<file path="config.mk">
export PLATFORM = sky130hd
export DESIGN_NAME = llc_evict_unit
export DESIGN_NICKNAME = d
export VERILOG_FILES = /design/src/design/llc_cfg_pkg.sv /design/src/design/llc_axi_pkg.sv /design/src/design/llc_beat_fifo.sv /design/src/design/llc_evict_unit.sv
export VERILOG_INCLUDE_DIRS = /design/src /design/src/design
export SDC_FILE = /design/constraint.sdc
export NUM_CORES = 1
export LEC_CHECK = 0
export BUFFER_PORTS_ARGS = -buffer_cell sky130_fd_sc_hd__buf_4
export CAP_MARGIN = 30
export CORE_ASPECT_RATIO = 0.8
export CORE_UTILIZATION = 30
export CTS_BUF_LIST = sky130_fd_sc_hd__clkbuf_4 sky130_fd_sc_hd__clkbuf_8 sky130_fd_sc_hd__clkbuf_16
export CTS_CLUSTER_DIAMETER = 30
export DETAILED_ROUTE_END_ITERATION = 16
export HOLD_SLACK_MARGIN = 0.1
export SLEW_MARGIN = 15
export SYNTH_ARGS = -nofsm -noshare
export SYNTH_HDL_FRONTEND = slang
export SYNTH_SLANG_ARGS = --single-unit
</file>
<file path="constraint.sdc">
create_clock -name clk_i -period 5.38 [get_ports clk_i]
set_clock_uncertainty 0.2 [all_clocks]
set_input_delay 0.269 -clock clk_i [delete_from_list [all_inputs] [get_ports clk_i]]
set_output_delay 0.269 -clock clk_i [all_outputs]
set_load 0.005 [all_outputs]
</file>
<file path="src/design/llc_evict_macros.svh">
/*
  size parameters of the write-back path, shared by both packages and the storage RTL
  a line is 2**LLC_BLOCK_OFF_W blocks, which is also the beat count and FIFO depth
  LLC_DATA_W must be a multiple of 8 since W strobes are byte strobes
  LLC_WAY_IDX_W must be wide enough to index LLC_NUM_WAYS
*/

`ifndef LLC_EVICT_MACROS_SVH
`define LLC_EVICT_MACROS_SVH

// associativity
`define LLC_NUM_WAYS    4
`define LLC_WAY_IDX_W   2

// address split {tag, index, block offset, byte offset}
`define LLC_INDEX_W     4   // 16 sets
`define LLC_BLOCK_OFF_W 2   // 4 blocks per line
`define LLC_BYTE_OFF_W  2   // 4 bytes per block

// datapath widths
`define LLC_DATA_W      32  // one block == one W beat
`define LLC_ADDR_W      32

`endif

</file>
<file path="src/design/llc_cfg_pkg.sv">
/*
  cache-side types of the eviction path
  field widths come from the shared size macros
  tag_id is only an ordering label and is never decoded by the RTL
*/

`include "llc_evict_macros.svh"

`default_nettype none

package llc_cfg_pkg;

  // address sub-fields
  typedef logic [`LLC_WAY_IDX_W-1:0]   way_idx_t;
  typedef logic [`LLC_INDEX_W-1:0]     line_idx_t;
  typedef logic [`LLC_BLOCK_OFF_W-1:0] blk_off_t;
  typedef logic [`LLC_BYTE_OFF_W-1:0]  byte_off_t;
  typedef logic [`LLC_ADDR_W-1:0]      addr_t;

  // descriptor handed along the cache pipeline
  typedef struct packed {
    addr_t      addr;     // line address, byte granular
    way_idx_t   way_ind;  // way that holds the line
    logic       evict;    // line is dirty, write it back
    logic       flush;    // descriptor belongs to a flush, dropped at the end
    logic [3:0] tag_id;   // ordering label
  } desc_t;

  // read request towards the data way
  typedef struct packed {
    way_idx_t  way_ind;
    line_idx_t line_idx;  // set index from desc addr
    blk_off_t  blk_off;
  } way_req_t;

  // read response is just the block
  typedef logic [`LLC_DATA_W-1:0] way_rsp_t;

  // line fill write, one block per cycle
  typedef struct packed {
    way_idx_t  way_ind;
    line_idx_t line_idx;
    blk_off_t  blk_off;
    way_rsp_t  data;
  } fill_t;

endpackage

`default_nettype wire

</file>
<file path="src/design/llc_axi_pkg.sv">
/*
  AXI-side channel types used by the eviction path
  only W and B are modelled, AW is handled outside this block
  strb is one bit per data byte
*/

`include "llc_evict_macros.svh"

`default_nettype none

package llc_axi_pkg;

  // write data beat
  typedef struct packed {
    logic [`LLC_DATA_W-1:0]   data;
    logic [`LLC_DATA_W/8-1:0] strb;  // byte enables
    logic                     last;  // final beat of the burst
  } w_chan_t;

  // write response
  typedef struct packed {
    logic [1:0] resp;  // OKAY/EXOKAY/SLVERR/DECERR
    logic [3:0] id;
  } b_chan_t;

endpackage

`default_nettype wire

</file>
<file path="src/design/llc_beat_fifo.sv">
/*
  fall-through FIFO for the read data of one line
  depth is 2**LLC_BLOCK_OFF_W, so a whole line fits
  a push into an empty FIFO shows up on data_o in the same cycle
  push while full and pop while empty are ignored, callers must check the flags
*/

`timescale 1ns/1ns
`include "llc_evict_macros.svh"
`default_nettype none

module llc_beat_fifo #(
  parameter type payload_t = logic
) (
  input  logic     clk_i,
  input  logic     rst_i,
  // write side
  input  payload_t data_i,
  input  logic     push_i,
  output logic     full_o,
  // read side
  output payload_t data_o,
  output logic     empty_o,
  input  logic     pop_i
);

  localparam int unsigned depth = 2 ** `LLC_BLOCK_OFF_W;

  typedef logic [`LLC_BLOCK_OFF_W:0] ptr_t;  // extra msb tells full from empty

  payload_t mem_q [depth];
  ptr_t     wr_ptr_q, rd_ptr_q;
  logic     mem_empty;  // nothing stored
  logic     mem_full;
  logic     bypass;     // push goes straight through
  logic     do_write;
  logic     do_read;

  assign mem_empty = (wr_ptr_q == rd_ptr_q);
  assign mem_full  = (wr_ptr_q[`LLC_BLOCK_OFF_W] != rd_ptr_q[`LLC_BLOCK_OFF_W]) &&
                     (wr_ptr_q[`LLC_BLOCK_OFF_W-1:0] == rd_ptr_q[`LLC_BLOCK_OFF_W-1:0]);

  // empty and both push and pop, so the word never gets stored
  assign bypass   = mem_empty & push_i & pop_i;
  assign do_write = push_i & ~mem_full & ~bypass;
  assign do_read  = pop_i & ~mem_empty;

  assign full_o  = mem_full;
  assign empty_o = mem_empty & ~push_i;                   // fall-through valid
  assign data_o  = mem_empty ? data_i
                             : mem_q[rd_ptr_q[`LLC_BLOCK_OFF_W-1:0]];

  always_ff @(posedge clk_i) begin
    if (rst_i) begin
      wr_ptr_q <= '0;
      rd_ptr_q <= '0;
    end else begin
      if (do_write) begin
        wr_ptr_q <= wr_ptr_q + 1'b1;
      end
      if (do_read) begin
        rd_ptr_q <= rd_ptr_q + 1'b1;
      end
    end
  end

  // storage, no reset needed on data
  always_ff @(posedge clk_i) begin
    if (do_write) begin
      mem_q[wr_ptr_q[`LLC_BLOCK_OFF_W-1:0]] <= data_i;
    end
  end

endmodule

`default_nettype wire

</file>
<file path="src/design/llc_evict_unit.sv">
/*
  eviction unit, holds one descriptor at a time
  state is {busy_q, send_q}: 00 idle, 01 send, 10 evict, 11 wait for B
  an evict always writes back the full line, blocks 0 up to the last, one beat each
  flush descriptors are dropped with a one-cycle flush_done_o pulse
  the B response code is accepted but not checked
*/

`timescale 1ns/1ns
`default_nettype none

module llc_evict_unit (
  input  logic                  clk_i,
  input  logic                  rst_i,
  // descriptor in
  input  llc_cfg_pkg::desc_t    desc_i,
  input  logic                  desc_valid_i,
  output logic                  desc_ready_o,
  // descriptor out
  output llc_cfg_pkg::desc_t    desc_o,
  output logic                  desc_valid_o,
  input  logic                  desc_ready_i,
  // data way read
  output llc_cfg_pkg::way_req_t way_req_o,
  output logic                  way_req_valid_o,
  input  logic                  way_req_ready_i,
  input  llc_cfg_pkg::way_rsp_t way_rsp_i,
  input  logic                  way_rsp_valid_i,
  output logic                  way_rsp_ready_o,
  // AXI W and B
  output llc_axi_pkg::w_chan_t  w_o,
  output logic                  w_valid_o,
  input  logic                  w_ready_i,
  input  llc_axi_pkg::b_chan_t  b_i,
  input  logic                  b_valid_i,
  output logic                  b_ready_o,
  output logic                  flush_done_o
);

  import llc_cfg_pkg::*;

  // set index sits above byte and block offset
  localparam int unsigned idx_lsb = $bits(byte_off_t) + $bits(blk_off_t);

  desc_t    desc_q;
  logic     busy_q, busy_d;     // evicting or waiting for B
  logic     send_q, send_d;     // descriptor ready to leave, or B pending
  logic     load_desc;
  logic     try_load;           // unit can take a new descriptor this cycle
  logic     load_cnt;           // start of an eviction
  blk_off_t blk_off_q;          // next block to request
  logic     req_done_q;         // all requests issued
  logic     en_cnt_req;
  blk_off_t beats_left_q;       // 0 means the current beat is last
  logic     en_cnt_w;
  logic     fifo_full, fifo_empty, fifo_push, fifo_pop;
  way_rsp_t fifo_data;

  // read data path into the FIFO and out on W
  assign fifo_push       = way_rsp_valid_i & ~fifo_full;
  assign way_rsp_ready_o = ~fifo_full;
  assign fifo_pop        = w_ready_i & ~fifo_empty;
  assign w_valid_o       = ~fifo_empty;

  assign w_o.data = fifo_data;
  assign w_o.strb = '1;                       // full line, all bytes
  assign w_o.last = (beats_left_q == '0);

  assign way_req_o.way_ind  = desc_q.way_ind;
  assign way_req_o.line_idx = desc_q.addr[idx_lsb +: $bits(line_idx_t)];
  assign way_req_o.blk_off  = blk_off_q;

  assign desc_o = desc_q;

  always_comb begin
    busy_d          = busy_q;
    send_d          = send_q;
    load_desc       = 1'b0;
    load_cnt        = 1'b0;
    try_load        = 1'b0;
    en_cnt_req      = 1'b0;
    en_cnt_w        = 1'b0;
    desc_ready_o    = 1'b0;
    desc_valid_o    = 1'b0;
    way_req_valid_o = 1'b0;
    b_ready_o       = 1'b0;
    flush_done_o    = 1'b0;

    unique case ({busy_q, send_q})
      2'b00: try_load = 1'b1;  // idle
      2'b01: begin             // send along, or drop a flush
        if (desc_q.flush) begin
          flush_done_o = 1'b1;
          send_d       = 1'b0;
          try_load     = 1'b1;
        end else begin
          desc_valid_o = 1'b1;
          if (desc_ready_i) begin
            send_d   = 1'b0;
            try_load = 1'b1;   // refill in the same cycle
          end
        end
      end
      2'b10: begin             // evict
        if (!req_done_q) begin
          way_req_valid_o = 1'b1;
          en_cnt_req      = way_req_ready_i;
        end
        if (fifo_pop) begin
          en_cnt_w = 1'b1;
          if (w_o.last) begin
            b_ready_o = 1'b1;  // B may arrive with the last beat
            send_d    = 1'b1;
            if (b_valid_i) begin
              busy_d = 1'b0;
            end
          end
        end
      end
      2'b11: begin             // wait for B
        b_ready_o = 1'b1;
        if (b_valid_i) begin
          busy_d = 1'b0;
        end
      end
      default: ;
    endcase

    if (try_load) begin
      desc_ready_o = 1'b1;
      if (desc_valid_i) begin
        load_desc = 1'b1;
        if (desc_i.evict) begin
          busy_d   = 1'b1;
          send_d   = 1'b0;
          load_cnt = 1'b1;
        end else begin
          send_d = 1'b1;
        end
      end
    end
  end

  always_ff @(posedge clk_i) begin
    if (rst_i) begin
      busy_q       <= 1'b0;
      send_q       <= 1'b0;
      blk_off_q    <= '0;
      req_done_q   <= 1'b0;
      beats_left_q <= '0;
    end else begin
      busy_q <= busy_d;
      send_q <= send_d;
      if (load_cnt) begin
        blk_off_q    <= '0;
        req_done_q   <= 1'b0;
        beats_left_q <= '1;                   // one beat per block
      end else begin
        if (en_cnt_req) begin
          blk_off_q <= blk_off_q + 1'b1;
          if (blk_off_q == '1) begin
            req_done_q <= 1'b1;               // counter wrapped
          end
        end
        if (en_cnt_w) begin
          beats_left_q <= beats_left_q - 1'b1;
        end
      end
    end
  end

  always_ff @(posedge clk_i) begin
    if (load_desc) begin
      desc_q <= desc_i;
    end
  end

  llc_beat_fifo #(
    .payload_t ( way_rsp_t )
  ) u_beat_fifo (
    .clk_i   ( clk_i      ),
    .rst_i   ( rst_i      ),
    .data_i  ( way_rsp_i  ),
    .push_i  ( fifo_push  ),
    .full_o  ( fifo_full  ),
    .data_o  ( fifo_data  ),
    .empty_o ( fifo_empty ),
    .pop_i   ( fifo_pop   )
  );

endmodule

`default_nettype wire

</file>
Yosys cells after proc, flatten, opt, wreduce, memory -nomap -nowiden:

Memory sizes are Yosys's and may differ from the RTL's. A register that Yosys moved wholly into a read port is not among the register bits.
Cells that the tools add are included.

* mux-type cells: 44
* add/subtract/negate cells: 4
* reduce and logical (&&, ||, !) cells: 6
* shifts and indexed selects: 0
* order comparisons: 0
* bitwise gates (word level): 13
* div/mod/pow operators: 0
* equal/unequal tests: 7
* $mul: 0

Operator list (count)
* $mux 1: 35
* $mux 32: 1
* $and 1x1->1: 8
* $mux 2: 4
* $pmux 1 s2: 4
* $add 3x1->3 const B: 2
* $eq 2x2->1 const B: 3
* $not 1->1: 5
* $logic_not 2->1: 2
* $eq 3x3->1: 1
* $add 2x1->2 const B: 1
* $eq 2x1->1 const B: 1
* $eq 2x2->1: 1
* $reduce_and 2->1: 1
* $reduce_bool 2->1: 1
* $reduce_or 2->1: 1
* $sub 2x1->2 const B: 1
* $logic_and 1x1->1: 1
* $ne 1x1->1: 1

* bits of input ports: 86
* register bits: 53
* bits in read-only memories: 0
* logic and storage cells: 87
* output and inout bits: 92
* memories kept: 1
* bits in latches: 0
* memory bits (writable): 128

Memories
* u_beat_fifo.mem_q: words 4, bits a word 32, read ports 1, clocked after memory_dff 1, write ports 1, RTL line llc_beat_fifo.sv:31 `payload_t mem_q [depth];`

Depth between registers and ports, before layout:

Gate-level depths: netlist of run 1.

* depth in word-level cells: 13
* depth in mapped cells: 6
* gate-level depth less buffers: 6

By module:

A second synthesis of run 1 with hierarchy kept.

* cells, all modules: 357
* area total of the unflattened synthesis: 7245.7 um2

By module, submodules not included
* llc_beat_fifo: cells each 253, area each 5494.0 um2, times used 1, sequential area each 4003.8 um2
* llc_evict_unit: cells each 104, area each 1751.7 um2, times used 1, sequential area each 1341.3 um2

Worst setup path before layout of run 1:

No wires, ideal clock.

* path type: reg2reg
* from: reg u_beat_fifo.wr_ptr_q[0]
* to: mem u_beat_fifo.mem_q[0][0] in the netlist's numbering, enable pin
* data arrival time: 2.432 ns
* period minus slack after synthesis: 3.053 ns
* slack: 2.327 ns
* required time: 4.759 ns
* stages on the path, launching flop included: 5
* cell sequence: dfxtp_1 > xor2_1 > a211oi_1 > nand2b_1 > nor2_1

* longest elaborated chain between the ends: 13
* elaborated cells on any way between the ends: 16
* those cells by class: 2 x eq/ne; 2 x mux; 11 x bitwise; 1 x reduce/logical

RTL lines
* start: declaration: RTL line llc_beat_fifo.sv:32 `ptr_t wr_ptr_q, rd_ptr_q;`
* start signal: assignment: RTL line llc_beat_fifo.sv:59 `wr_ptr_q <= wr_ptr_q + 1'b1;`
* $eq 2x2->1: RTL line llc_beat_fifo.sv:41 `` (wr_ptr_q[`LLC_BLOCK_OFF_W-1:0] == rd_ptr_q[`LLC_BLOCK_OFF_W-1:0]); ``
* $logic_and 1x1->1: RTL line llc_beat_fifo.sv:40 `` assign mem_full = (wr_ptr_q[`LLC_BLOCK_OFF_W] != rd_ptr_q[`LLC_BLOCK_OFF_W]) && ``
* $not 1->1: RTL line llc_beat_fifo.sv:45, llc_evict_unit.sv:60
* $and 1x1->1: RTL line llc_evict_unit.sv:60 `assign fifo_push = way_rsp_valid_i & ~fifo_full;`
* $not 1->1: RTL line llc_beat_fifo.sv:49 `assign empty_o = mem_empty & ~push_i;`
* $and 1x1->1: RTL line llc_beat_fifo.sv:49
* $not 1->1: RTL line llc_evict_unit.sv:62 `assign fifo_pop = w_ready_i & ~fifo_empty;`
* $and 1x1->1: RTL line llc_evict_unit.sv:62
* $and 1x1->1: RTL line llc_beat_fifo.sv:44 `assign bypass = mem_empty & push_i & pop_i;`
* $not 1->1: RTL line llc_beat_fifo.sv:45 `assign do_write = push_i & ~mem_full & ~bypass;`
* $and 1x1->1: RTL line llc_beat_fifo.sv:45
* $mux 1: RTL line llc_beat_fifo.sv:69 `if (do_write) begin`
* $mux 1: RTL line llc_beat_fifo.sv:70 `` mem_q[wr_ptr_q[`LLC_BLOCK_OFF_W-1:0]] <= data_i; ``
* end: declaration: RTL line llc_beat_fifo.sv:31

Parallel ways exist; a longest one is shown, timed or not.

==> summary.md, run 1 <==
| Metric | Value |
|---|---|
| Drt total wl | `16300 um` |
| Cell taking the most area after synthesis | `edfxtp_1` |
| Final setup vio count | `0` |
| Share of cells above drive strength 1 | `45.0%` |
| CTS max path bufs | `2` |
| Clock-pin slew on the worst setup and hold paths | `70 ps` |
| Total GRT Usage | `13.6%` |
| Period minus WS final | `3380 ps` |
| Nets | `710` |
| Most frequent cells in the layout | `buf_4 (174), edfxtp_1 (168), dlygate4sd3_1 (80)` |
| R2R Path End | `u_beat_fifo.wr_ptr_q[2]` |
| Slew @ Worst Pin | `935 ps` |
| Slew HR | `37.6%` |
| Type of origin of the critical path | `flip-flop` |
| Sequential fraction of the synthesis area | `73.1%` |
| Place WS | `2260 ps` |
| WHS | `293 ps` |
| Iteration-0 DRC Markers | `211` |
| Post-cts gate resize count | `0` |
| Hold EP | `req_done_q` |
| Util after Layout | `43.6%` |
| Core Region | `23600 um^2` |
| Post-synthesis cell area | `7320 um^2` |
| Critical path type | `flip-flop to output pin` |
| Total CTS buffers | `17` |
| Dpl hpwl | `10500 um` |
| Die Span Y | `142 um` |
| Clk_lat worst skew | `430 ps` |
| # rows | `50` |
| Clock sink total | `183` |
| Worst Setup Slack, final | `2000 ps` |
| Die span in x | `177 um` |
| Initial Util | `30.9%` |
| Post-synthesis cell type count | `40` |
| Commonest non-fill, non-tap cell in the layout | `buf_4` |
| Post-Syn Area per Cell | `20.4 um^2` |
| LEAKAGE | `3.86 nW` |
| Critical path arrival | `2910 ps` |
| Run status | `finished, final reports clean` |
| Number of synthesized register bits | `183` |
| CTS tree | `done` |
| IO buf count | `167` |
| Synth Flop Type | `edfxtp_1` |
| FF-to-FF path depth | `5` |
| Hold-fix buffers at CTS | `80` |
| Synth warnings | `0` |
| Root Buffer | `clkbuf_16` |
| Post-synth top area share | `69.0%` |
| Synth-to-Final Area Change | `40.9%` |
| Register area | `5350 um^2` |
| Gate Count Post-Synth | `358` |
| Largest net degree at the start of global routing | `41` |
| Multi-input gate area | `1780 um^2` |
| VDD IR max | `210 uV` |
| Max FO, Critical Path | `19` |
| Setup TNS | `0 ps` |
| Top Ports | `178` |
| Hold crit path type | `flip-flop to flip-flop` |
| Hold depth | `2` |
| DRC Markers | `0` |
| Routability cong. | `0.785` |
| Post-Place Cells | `825` |
| Global-route wire length before repair | `25200 um` |
| Final ANT Viol Nets | `0` |
| Fill count | `2111` |
| Placed Area | `8880 um^2` |
| Maxcap violations | `0` |
| Wirelength per Cell | `17.3 um` |
| Pwr dens | `407 nW/um^2` |
| Final Hold Fails | `0` |
| Worst hold start | `req_done_q` |
| Vias in the first global route | `4530` |
| EDFF count, synth | `168` |
| R2r startpoint | `u_beat_fifo.wr_ptr_q[0]` |
| Final period util | `62.8%` |
| 1st-pass router iterations | `4` |
| FFs w/ async S/R, synth | `0%` |
| Remaining global-route overflow | `0` |
| CP Data Required Time | `4910 ps` |
| Vias per cell | `4.43` |
| Max Slew Vio Count | `0` |
| RSZ-0062 raised after global routing | `false` |
| Initial antenna violation count | `2` |
| Fmax | `296 MHz` |
| Post CTS Setup Buffer Count | `0` |
| Die area | `25000 um^2` |
| Htree depth | `4` |
| Power Total | `4.20 mW` |
| Routed via count | `4156` |
| Design area | `10300 um^2` |
| R2r setup slk | `2330 ps` |
| Largest cells by area after synthesis | `edfxtp_1 (69%), mux4_2 (9.9%), mux2_4 (6.0%), dfxtp_1 (4.1%), ha_1 (1.9%)` |
| Finished Layout Cells | `939` |
| Critical Path Sink Type | `output pin` |
==> Yosys cell counts (2+ instances only) <==
cell / number
nand2_1: 5
clkbuf_1: 5
ha_1: 11
buf_4: 10
dfxtp_1: 15
o21ai_0: 4
buf_12: 3
mux4_2: 32
xnor2_1: 2
and2_1: 2
nand3_1: 2
edfxtp_1: 168
nor2_1: 9
or3_1: 2
mux2_4: 29
a31oi_1: 2
buf_2: 3
xor2_1: 6
a21oi_1: 6
nor2b_1: 4
mux2_2: 5
nand2b_1: 3
inv_1: 13
==> cell type report <==
type                       count  share of cell area [%]
sequential                   183                    51.9
antenna                        1                  0.0243
clock buffer                  19                    4.27
clock inverter                13                    1.63
tap                          312                    3.79
inverter                      13                   0.473
multi-input combinational    143                    17.3
timing repair buffer         255                    20.6
==> critical path, cell delays in order (launching register included) <==
cell,delay [ps]
dfxtp_1,450
xor2_1,410
or3_2,600
buf_4,480
mux2_2,390
buf_4,130
==> per-layer routing <==
| layer | GRT usage [%] | routed length [um] | part of all wire [%] |
|---|---|---|---|
| met3 | 3.40 | 540 | 3.3 |
| met5 | 0 | 11 | 0.068 |
| met1 | 16.4 | 6960 | 43 |
| met4 | 5.54 | 318 | 2.0 |
| met2 | 23.4 | 8420 | 52 |
==> power by group <==
group	total [mW]	switching, mW	internal (mW)
Sequential	1.75	0.0656	1.69
Combinational	1.16	0.472	0.683
Clock	1.29	0.539	0.749
==> cells by family (layout without fill, tap and decap cells) <==
kind of cell / count (synthesis) / in the layout / synth area share, %
XOR/XNOR: 8 / 8 / 0.958
flip-flops: 183 / 183 / 73.1
multiplexers: 66 / 66 / 16.6
adder cells (fa/ha/maj): 11 / 11 / 1.88
other: 1 / 5 / 0.0513
buffers and inverters: 35 / 300 / 3.13
AND/OR/NAND/NOR: 33 / 33 / 2.46
AO/OA/AOI/OAI: 21 / 21 / 1.88
==> state kept, by name (all words and copies together), names as in the netlist, named ones only <==
register and cells:
req_done_q 1, desc_o 40, blk_off_q 2, u_beat_fifo.rd_ptr_q 3, beats_left_q 2, u_beat_fifo.mem_q 128, send_q 1, busy_q 1
u_beat_fifo.wr_ptr_q 3
==> how the worst max path moves through the flow <==
stage                                        from                 endpoint  slack [ps]  depth (start not counted)
after global placement    u_beat_fifo.wr_ptr_q[0]  u_beat_fifo.wr_ptr_q[2]        2390                          5
after CTS                 u_beat_fifo.wr_ptr_q[0]                  w_o[14]        1970                          5
final                     u_beat_fifo.wr_ptr_q[0]                  w_o[14]        2000                          5
after global routing      u_beat_fifo.wr_ptr_q[0]                  w_o[25]        1830                          5
after detailed placement  u_beat_fifo.wr_ptr_q[0]  u_beat_fifo.wr_ptr_q[2]        2260                          5
after floorplan           u_beat_fifo.wr_ptr_q[0]  u_beat_fifo.mem_q[0][0]        2330                          4
(Power assumes the default switching activity.)
==> inputs of run 2 (changes only) <==
- clock period: 5.38 -> 3.01 ns (I/O delays scaled with it)
==> summary.md, run 2 (synthesis gave the netlist of run 1 again) <==
| Metric | Value |
|---|---|
| Run status | `finished, final reports clean` |
| IO buf count | `167 (unchanged)` |
| Int Pwr | `5.65 mW (+81%)` |
| Clock-pin slew on the worst setup and hold paths | `70 ps (about the same)` |
| CTS max path bufs | `2 (unchanged)` |
| Drt total wl | `15900 um (-1.9%)` |
| Most frequent cells in the layout | `buf_4 (176), edfxtp_1 (168), dlygate4sd3_1 (80)` |
| Final ANT Viol Nets | `0 (unchanged)` |
| Nets | `716 (+0.85%)` |
| Comb pwr share | `28.6% (+1.1 points)` |
| Critical path type | `flip-flop to output pin` |
| Routability cong. | `0.800 (+1.9%)` |
| Fmax | `368 MHz` |
| Final setup vio count | `0 (unchanged)` |
| Root Buffer | `clkbuf_16` |
| Clock sink total | `183 (unchanged)` |
| Sw Ratio | `25.3% (-0.41 points)` |
| Vias per cell | `4.37 (-1.2%)` |
| Total GRT Usage | `13.1% (-0.51 points)` |
| Critical Path Sink Type | `output pin` |
| Clock network fraction of total power | `30.3% (-0.4 points)` |
| Maxcap violations | `0 (unchanged)` |
| Core Region | `23600 um^2 (unchanged)` |
| Total CTS buffers | `17 (unchanged)` |
| Die area | `25000 um^2 (unchanged)` |
| Vias in the first global route | `4376 (-3.4%)` |
| Htree depth | `4 (unchanged)` |
| Hold crit path type | `primary input to flip-flop` |
| Slew HR | `56.3% (+19 points)` |
| Die span in x | `177 um (unchanged)` |
| Critical path arrival | `2360 ps (-550 ps)` |
| Part of the power in registers | `41.2% (-0.5 points)` |
| Max Slew Vio Count | `0 (unchanged)` |
| Pwr dens | `726 nW/um^2 (+78%)` |
| Final Hold Fails | `0 (unchanged)` |
| Post-cts gate resize count | `0 (unchanged)` |
| VDD IR max | `338 uV (+61%)` |
| Iteration-0 DRC Markers | `238 (+13%)` |
| CTS tree | `done` |
| Type of origin of the critical path | `flip-flop` |
| Hold-fix buffers at CTS | `80 (unchanged)` |
| Switch Pwr | `1.91 mW (+77%)` |
| Final period util | `90.2%` |
| Max FO, Critical Path | `19 (unchanged)` |
| Commonest non-fill, non-tap cell in the layout | `buf_4` |
| RSZ-0062 raised after global routing | `false` |
| Largest net degree at the start of global routing | `41 (unchanged)` |
| DRC Markers | `0 (unchanged)` |
| Placed Area | `9010 um^2 (+1.5%)` |
| Post CTS Setup Buffer Count | `0 (unchanged)` |
| Clk_lat worst skew | `420 ps (about the same)` |
| Routed via count | `4128 (-0.67%)` |
| # rows | `50 (unchanged)` |
| Remaining global-route overflow | `0 (unchanged)` |
| CP Data Required Time | `2660 ps (-2250 ps)` |
| 1st-pass router iterations | `4 (unchanged)` |
| Dpl hpwl | `10400 um (-0.43%)` |
| WHS | `250 ps (-43.1 ps)` |
| Synth-to-Final Area Change | `42.3%` |
| Share of cells above drive strength 1 | `45.6% (+0.52 points)` |
| Wirelength per Cell | `16.9 um (-2.4%)` |
| Top Ports | `178 (unchanged)` |
| LEAKAGE | `3.91 nW (+1.2%)` |
| Power Total | `7.56 mW (+80%)` |
| Period minus WS final | `2710 ps` |
| Slew @ Worst Pin | `653 ps (-281 ps)` |
| Fill count | `2084 (-1.3%)` |
| Initial Util | `30.9% (unchanged)` |
| Register area | `5350 um^2 (unchanged)` |
| Multi-input gate area | `1780 um^2 (unchanged)` |
| Global-route wire length before repair | `24300 um (-3.4%)` |
| Initial antenna violation count | `0 (-2)` |
| Design area | `10400 um^2 (+1.0%)` |
| Largest register FFs | `128 (unchanged)` |
| Diode count | `0 (-1)` |
| Die Span Y | `142 um (unchanged)` |
-- run 2: worst paths after layout --
| check | start | to | slack [ps] | depth (start not counted) |
|---|---|---|---|---|
| setup / recovery | u_beat_fifo.wr_ptr_q[0] | w_o[27] | 300 | 6 |
| hold reg to reg | req_done_q | req_done_q | 300 | 2 |
| hold / removal | desc_i[0] | desc_o[0] | 250 | 2 |
| setup reg to reg | u_beat_fifo.wr_ptr_q[1] | u_beat_fifo.mem_q[0][9] | 490 | 5 |
-- run 2: power by group through the flow --
stage               Clock (mW)  Combinational [mW]  Sequential (mW)
floorplan                    0                1.36             3.13
global placement             0                2.05             3.16
detailed placement           0                2.11             3.17
CTS                       2.35                2.20             3.12
global route              2.45                2.33             3.14
finish                    2.29                2.16             3.11
-- run 2: final cells by class --
cell class                 instances  area share, %
clock buffer                      19           4.23
clock inverter                    13           1.57
inverter                          13          0.469
multi-input combinational        143           17.1
sequential                       183           51.4
tap                              312           3.75
timing repair buffer             261           21.5
-- run 2: critical path, stage by stage, from the launching register on --
cell     delay (ps)
dfxtp_1         370
xor2_1          190
buf_4           160
or3_2           470
buf_4           270
mux2_4          340
buf_4           140
-- run 2: metrics by stage --
step                utilization (%)  setup slack, ps  TNS [ps]  std cells
floorplan                         -            -43.3     -4160        361
global placement               37.8              266         0        829
CTS                            44.0              264         0        944
detailed placement             38.1              431         0        832
finish                         44.0              296         0        944
global route                   44.0              114         0        944
-- run 2: layer usage --
| metal | share of wire [%] | track usage [%] | vias up |
|---|---|---|---|
| li1 | - | - | 1924 |
| met1 | 43 | 16.2 | 2107 |
| met2 | 53 | 22.7 | 82 |
| met3 | 3.2 | 3.27 | 15 |
| met4 | 1.2 | 3.99 | 0 |
| met5 | 0 | 0 | - |
